<file path="src/common/cache_config.svh">
`ifndef CACHE_CONFIG_SVH
`define CACHE_CONFIG_SVH

// address split, tag | index | offset
`define CACHE_INDEX_W    8
`define CACHE_TAG_W      20
`define CACHE_OFFSET_W   4

`define CACHE_WORD_W     32
`define CACHE_LINE_WORDS 4

// victim lfsr start value
`define CACHE_LFSR_SEED  23'b100_1010_0101_0010_1000_1010

`endif
</file>
<file path="src/common/cache_pkg.sv">
`include "cache_config.svh"

package cache_pkg;

    typedef logic [`CACHE_WORD_W-1:0] word_t;
    typedef logic [`CACHE_LINE_WORDS*`CACHE_WORD_W-1:0] line_t;

    // one processor access
    typedef struct packed {
        logic                        write;
        logic [`CACHE_TAG_W-1:0]     tag;
        logic [`CACHE_INDEX_W-1:0]   index;
        logic [`CACHE_OFFSET_W-1:0]  offset;
        logic [`CACHE_WORD_W/8-1:0]  wstrb;
        word_t                       wdata;
    } cpu_req_t;

    typedef struct packed {
        logic                    valid;
        logic                    dirty;
        logic [`CACHE_TAG_W-1:0] tag;
    } tag_entry_t;

    // dirty line going back to memory
    typedef struct packed {
        logic [31:0] addr;
        line_t       line;
    } mem_wr_req_t;

    typedef enum logic [2:0] {
        IDLE,
        LOOKUP,
        WRITEBACK,
        REFILL_REQ,
        REFILL,
        RESPOND
    } cache_state_e;

endpackage

</file>
<file path="src/cache/cache_ctrl.sv">
`timescale 1ns/10ps
`include "cache_config.svh"

module cache_ctrl (
    input  logic                       clk,
    input  logic                       resetn,
    input  logic                       req_valid,
    input  cache_pkg::cpu_req_t        req,
    output logic                       req_ready,
    output logic                       resp_valid,
    output cache_pkg::word_t           resp_data,
    input  logic                       resp_ready,
    output logic                       rd_valid,
    output logic [31:0]                rd_addr,
    input  logic                       rd_ready,
    input  logic                       ret_valid,
    input  logic                       ret_last,
    input  cache_pkg::word_t           ret_data,
    output logic                       wr_valid,
    output cache_pkg::mem_wr_req_t     wr_req,
    input  logic                       wr_ready,
    output logic [`CACHE_INDEX_W-1:0]  way_index,
    output logic [`CACHE_TAG_W-1:0]    way_tag,
    output logic [1:0]                 way_we,
    output cache_pkg::tag_entry_t      way_entry,
    output cache_pkg::line_t           way_line,
    input  logic [1:0]                 way_hit,
    input  cache_pkg::tag_entry_t      way_entry_rd [2],
    input  cache_pkg::line_t           way_line_rd [2]
);
    import cache_pkg::*;

    localparam int WW = `CACHE_WORD_W;
    localparam int OW = `CACHE_OFFSET_W;

    cache_state_e                      state;
    cache_state_e                      state_next;
    logic [22:0]                       lfsr;
    logic [$clog2(`CACHE_LINE_WORDS)-1:0] beat_cnt;
    cpu_req_t                          req_q;
    logic                              hit_q;
    logic                              way_sel_q;
    logic [`CACHE_TAG_W-1:0]           victim_tag_q;
    line_t                             line_q;
    line_t                             fill_q;
    line_t                             fill_line;
    line_t                             merged;
    logic                              lookup_way;
    tag_entry_t                        victim_entry;

    // apply the store bytes to one word of a line
    function automatic line_t merge_line(line_t base, cpu_req_t r);
        line_t res;
        res = base;
        if (r.write) begin
            for (int b = 0; b < WW / 8; b++) begin
                if (r.wstrb[b]) begin
                    res[r.offset[OW-1:2]*WW + b*8 +: 8] = r.wdata[b*8 +: 8];
                end
            end
        end
        return res;
    endfunction

    assign victim_entry = way_entry_rd[lfsr[0]];
    assign lookup_way   = (|way_hit) ? way_hit[1] : lfsr[0];

    always_comb begin
        fill_line = fill_q;
        fill_line[beat_cnt*WW +: WW] = ret_data;
    end

    assign merged = merge_line((state == REFILL) ? fill_line : line_q, req_q);

    always_comb begin
        state_next = state;
        case (state)
            IDLE:
                if (req_valid)
                    state_next = LOOKUP;
            LOOKUP:
                if (|way_hit)
                    state_next = RESPOND;
                else if (victim_entry.valid && victim_entry.dirty)
                    state_next = WRITEBACK;
                else
                    state_next = REFILL_REQ;
            WRITEBACK:
                if (wr_ready)
                    state_next = REFILL_REQ;
            REFILL_REQ:
                if (rd_ready)
                    state_next = REFILL;
            REFILL:
                if (ret_valid && ret_last)
                    state_next = RESPOND;
            RESPOND:
                if (resp_valid && resp_ready)
                    state_next = IDLE;
            default:
                state_next = IDLE;
        endcase
    end

    always_ff @(posedge clk) begin
        if (!resetn) begin
            state      <= IDLE;
            resp_valid <= 1'b0;
            beat_cnt   <= '0;
            lfsr       <= `CACHE_LFSR_SEED;
        end else begin
            state <= state_next;
            lfsr  <= {lfsr[21:0], lfsr[22] ^ lfsr[17]};
            if (state == RESPOND && !resp_valid) begin
                resp_valid <= 1'b1;
            end else if (resp_valid && resp_ready) begin
                resp_valid <= 1'b0;
            end
            if (state == REFILL_REQ) begin
                beat_cnt <= '0;
            end else if (state == REFILL && ret_valid) begin
                beat_cnt <= beat_cnt + 1'b1;
            end
        end
    end

    always_ff @(posedge clk) begin
        if (req_valid && req_ready) begin
            req_q <= req;
        end
        // hit line, or the victim for write-back
        if (state == LOOKUP) begin
            hit_q        <= |way_hit;
            way_sel_q    <= lookup_way;
            line_q       <= way_line_rd[lookup_way];
            victim_tag_q <= victim_entry.tag;
        end
        if (state == REFILL && ret_valid) begin
            fill_q <= fill_line;
            if (ret_last) begin
                line_q <= merged;
            end
        end
        if (state == RESPOND && !resp_valid) begin
            line_q <= merged;
        end
    end

    assign req_ready = (state == IDLE);
    assign resp_data = line_q[req_q.offset[OW-1:2]*WW +: WW];

    assign wr_valid    = (state == WRITEBACK);
    assign wr_req.addr = {victim_tag_q, req_q.index, {OW{1'b0}}};
    assign wr_req.line = line_q;
    assign rd_valid    = (state == REFILL_REQ);
    assign rd_addr     = {req_q.tag, req_q.index, {OW{1'b0}}};

    always_comb begin
        way_index       = (state == IDLE) ? req.index : req_q.index;
        way_tag         = req_q.tag;
        way_line        = merged;
        way_entry.valid = 1'b1;
        way_entry.dirty = req_q.write;
        way_entry.tag   = req_q.tag;
        way_we          = '0;
        // refill lands on the last beat, a store hit one cycle after lookup
        if (state == REFILL && ret_valid && ret_last) begin
            way_we[way_sel_q] = 1'b1;
        end
        if (state == RESPOND && !resp_valid && hit_q && req_q.write) begin
            way_we[way_sel_q] = 1'b1;
        end
    end

    a_hit_onehot: assert property (@(posedge clk) disable iff (!resetn)
        state == LOOKUP |-> !(way_hit[0] && way_hit[1]));

    a_wr_stable: assert property (@(posedge clk) disable iff (!resetn)
        wr_valid && !wr_ready |=> wr_valid && $stable(wr_req));

    a_rd_stable: assert property (@(posedge clk) disable iff (!resetn)
        rd_valid && !rd_ready |=> rd_valid && $stable(rd_addr));

endmodule

</file>
<file path="config.mk">
export PLATFORM = sky130hd
export DESIGN_NAME = cache_ctrl
export DESIGN_NICKNAME = d
export VERILOG_FILES = /design/src/common/cache_pkg.sv /design/src/cache/cache_ctrl.sv
export VERILOG_INCLUDE_DIRS = /design/src /design/src/common
export SDC_FILE = /design/constraint.sdc
export NUM_CORES = 1
export LEC_CHECK = 0
export BUFFER_PORTS_ARGS = -buffer_cell sky130_fd_sc_hd__buf_2
export CAP_MARGIN = 20
export CORE_AREA = 2 2 323 325
export DETAILED_ROUTE_END_ITERATION = 8
export DIE_AREA = 0 0 325 327
export PLACE_DENSITY = 0.51
export SYNTH_ARGS = -nofsm -noshare
export SYNTH_HDL_FRONTEND = slang
export SYNTH_SLANG_ARGS = --single-unit
</file>
<file path="constraint.sdc">
create_clock -name clk -period 4.88 [get_ports clk]
set_input_delay 0.244 -clock clk [delete_from_list [all_inputs] [get_ports clk]]
set_output_delay 0.244 -clock clk [all_outputs]
set_load 0.05 [all_outputs]
</file>
==> flow_summary_export.csv <==
group,metric,value,unit
timing,skew,0.0320,ns
power,p_comb_share,61.5,%
power,powerDensity,794,nW/um^2
logic_synthesis,synthesis.area,22600,um^2
placed_design,placed_cell_area,27300,um^2
logic_synthesis,avgSynthCellArea,9.57,um^2
timing,tightestPinTransition,1.06,ns
finish,drive_gt1_share,36.7,%
finish,multi_input_area,11300,um^2
hold_path,hold_depth,4,
logic_synthesis,seq_area_frac_synth,42.7,%
timing,rsz0062_at_grt,"false",
timing,setup_viol,0,
critical_path,r2r_cells,6,
detailed_routing,dr.pass1.iters,7,
timing,slew_violations,0,
detailed_routing,drtIter0Drc,2377,
hold_path,hp-class,"in -> reg",
cts,clk_latency,0.64,ns
detailed_routing,wirelength,128000,um
finish,layout_commonest_cell,"buf_2",
timing,finalSetupTns,0,ns
die,initial_core_util,22.0,%
finish,area_growth,37.2,%
cts,h-tree-depth,2,
global_route,grt_use_total,22.8,%
timing,hold_violations,0,
global_route,grt_max_degree,123,
die,die_w,325,um
power,ir_drop,0.533,mV
placed_design,hpwl,93500,um
global_route,grt_pass1_vias,23000,
cts,cts_buffers,49,
die,die_area,106000,um^2
critical_path,path_cells,"inv_1, ha_2, nand3_1, o21ai_0, o21ai_1, buf_2",
cts,cts_buffer_depth,3,
die,core_area,103000,um^2
cts,clk_pin_slew,0.06,ns
detailed_routing,vias_per_cell,5.34,
detailed_routing,drc_errors,0,
critical_path,ff2ff_setup_slack,1.44,ns
placed_design,io_buffers,807,
power,intPower,0.0104,W
critical_path,startpoint_type,"flop",
detailed_routing,vias,24400,
timing,period_needed,4.41,ns
power,switching_share,58.0,%
cts,cts.sinks,374,
power,total_power,0.0247,W
critical_path,max_stage_delay,0.91,ns
die,io_pins,819,
critical_path,cp.depth,6,
finish,layout_common_cells,"buf_2 (806), o21ai_0 (264), edfxtp_1 (217)",
timing,slew_headroom,29.4,%
critical_path,cp-end-kind,"output port",
placed_design,gp_congestion,0.918,
finish,register_area,9660,um^2
power,p_sw,0.0143,W
critical_path,critical_path_class,"reg -> out",
detailed_routing,final_antenna_net_count,0,
logic_synthesis,synth_flop_cell,"edfxtp_1",
critical_path,cp_num_buf_inv,2,
timing,fmax,227,MHz
logic_synthesis,ys_ff_latch,374,
logic_synthesis,ys_types,52,
power,power.share.clock,15.0,%
detailed_routing,wl_per_cell,28.1,um
cts,root_buffer,"clkbuf_16",
timing,fin_crit_sh,90.3,%
finish,postLayoutCellArea,31100,um^2
power,seqPwrFrac,23.5,%
die,die_h,327,um
logic_synthesis,synth_top_area_share,28.8,%
critical_path,critPathTopFamily,"flip-flops",
logic_synthesis,async_reset_ff_share,0,%
global_route,overflow,0,
logic_synthesis,syn_inst,2366,
cts,cts_tree,"yes",
logic_synthesis,synth_edf_count,217,
finish,fin_nets,3554,
die,num_rows,118,
global_route,grt_pass1_wl,176000,um
power,leakage,12.3,nW
logic_synthesis,post_synth_main_area_contributors,"edfxtp_1 (29%), dfxtp_1 (14%), o21ai_0 (5.8%)",
flow_run,max-cap-violations,0,
critical_path,cp_max_fo,29,
status,status,"completed",
finish,fill_cells,10900,
critical_path,crit_slowest_cell,"edfxtp_1",
critical_path,critPathArrivalTime,4.16,ns
global_route,antenna_found_initial,28,
logic_synthesis,yosys.area.top_type,"edfxtp_1",
logic_synthesis,ys_warn_count,0,
critical_path,worst_ep_required_time,4.64,ns
-- metrics by stage --
stage | std cells | hold WS (ns) | setup WS (ns) | util (%)
2_1_floorplan | 2373 | 0.343 | 0.665 | -
3_3_place_gp | 4249 | 0.390 | 1.22 | 26.5
3_5_place_dp | 4249 | 0.394 | 1.17 | 26.5
4_1_cts | 4553 | 0.000206 | 0.450 | 30.2
5_1_grt | 4554 | 0.0370 | 0.408 | 30.2
6_report | 4563 | 0.0416 | 0.475 | 30.2
-- worst min-delay path, delay by kind of cell --
kind | cells | cell delay, ns
buf+inv | 1 | 0.10
compound gates | 3 | 0.27
-- kinds of logic after synthesis --
kind of cell / count (synthesis) / synth area share (%)
AOI/OAI and AO/OA: 1039 / 32.1
xor gates and xnor gates: 2 / 0.0774
adders and majority gates: 11 / 0.608
buffers and inverters: 384 / 8.30
DFF: 374 / 42.7
muxes: 61 / 4.62
other: 2 / 0.0332
and+or+nand+nor: 493 / 11.6
-- final cells by class --
type,instances,area share (%)
Multi-Input combinational cell,1615,36.2
Sequential cell,374,31.1
Timing Repair Buffer,1079,21.6
Clock inverter,21,0.624
Inverter,13,0.205
Tap cell,1380,5.56
Antenna cell,10,0.0805
Clock buffer,71,4.57
-- sequential cells by signal, indices dropped and copies added (netlist names) --
signal,flops
state,3
resp_valid,1
lfsr,23
line_q,128
rd_addr,8
way_entry,1
victim_tag_q,20
way_tag,20
fill_q,128
beat_cnt,2
hit_q,1
way_sel_q,1
req_q,38
-- cells in the mapped netlist, drive strengths merged (31+ instances only) --
cell / number
nand3: 54
mux4: 32
dfxtp: 157
nor2b: 133
a31oi: 131
edfxtp: 217
clkbuf: 191
o22ai: 66
nor2: 131
buf: 180
nand2: 57
nand4: 31
o21ai: 321
a211oi: 128
a311oi: 125
a21o: 155
a31o: 95
-- worst paths after layout --
path,start,end
setup / recovery,req_q[39],way_line[25]
hold reg to reg,lfsr[8],lfsr[9]
hold / removal,way_line_rd[92],line_q[92]
setup reg to reg,req_q[39],line_q[25]
-- layer usage --
metal	GRT usage, %	routed length (um)
met1	30.6	54500
met3	6.59	12600
met5	0	190
met4	6.62	3690
met2	35.5	57300
-- timing repair --
action | 4_1_cts | 5_1_grt
hold buffers | 212 | 0
setup buffers | 0 | 0
endpoints found under the hold margin | 212 | 0
gates resized for setup | 0 | 0
-- power groups by stage --
stage                     registers (W)  clock network (W)  logic (W)
after detailed placement        0.00579                  0     0.0149
after global routing            0.00586            0.00390     0.0158
final                           0.00579            0.00370     0.0152
after CTS                       0.00573            0.00380     0.0151
after global placement          0.00579                  0     0.0149
after floorplan                 0.00717                  0    0.00888
Note: power is estimated with default switching activity, not from simulation.
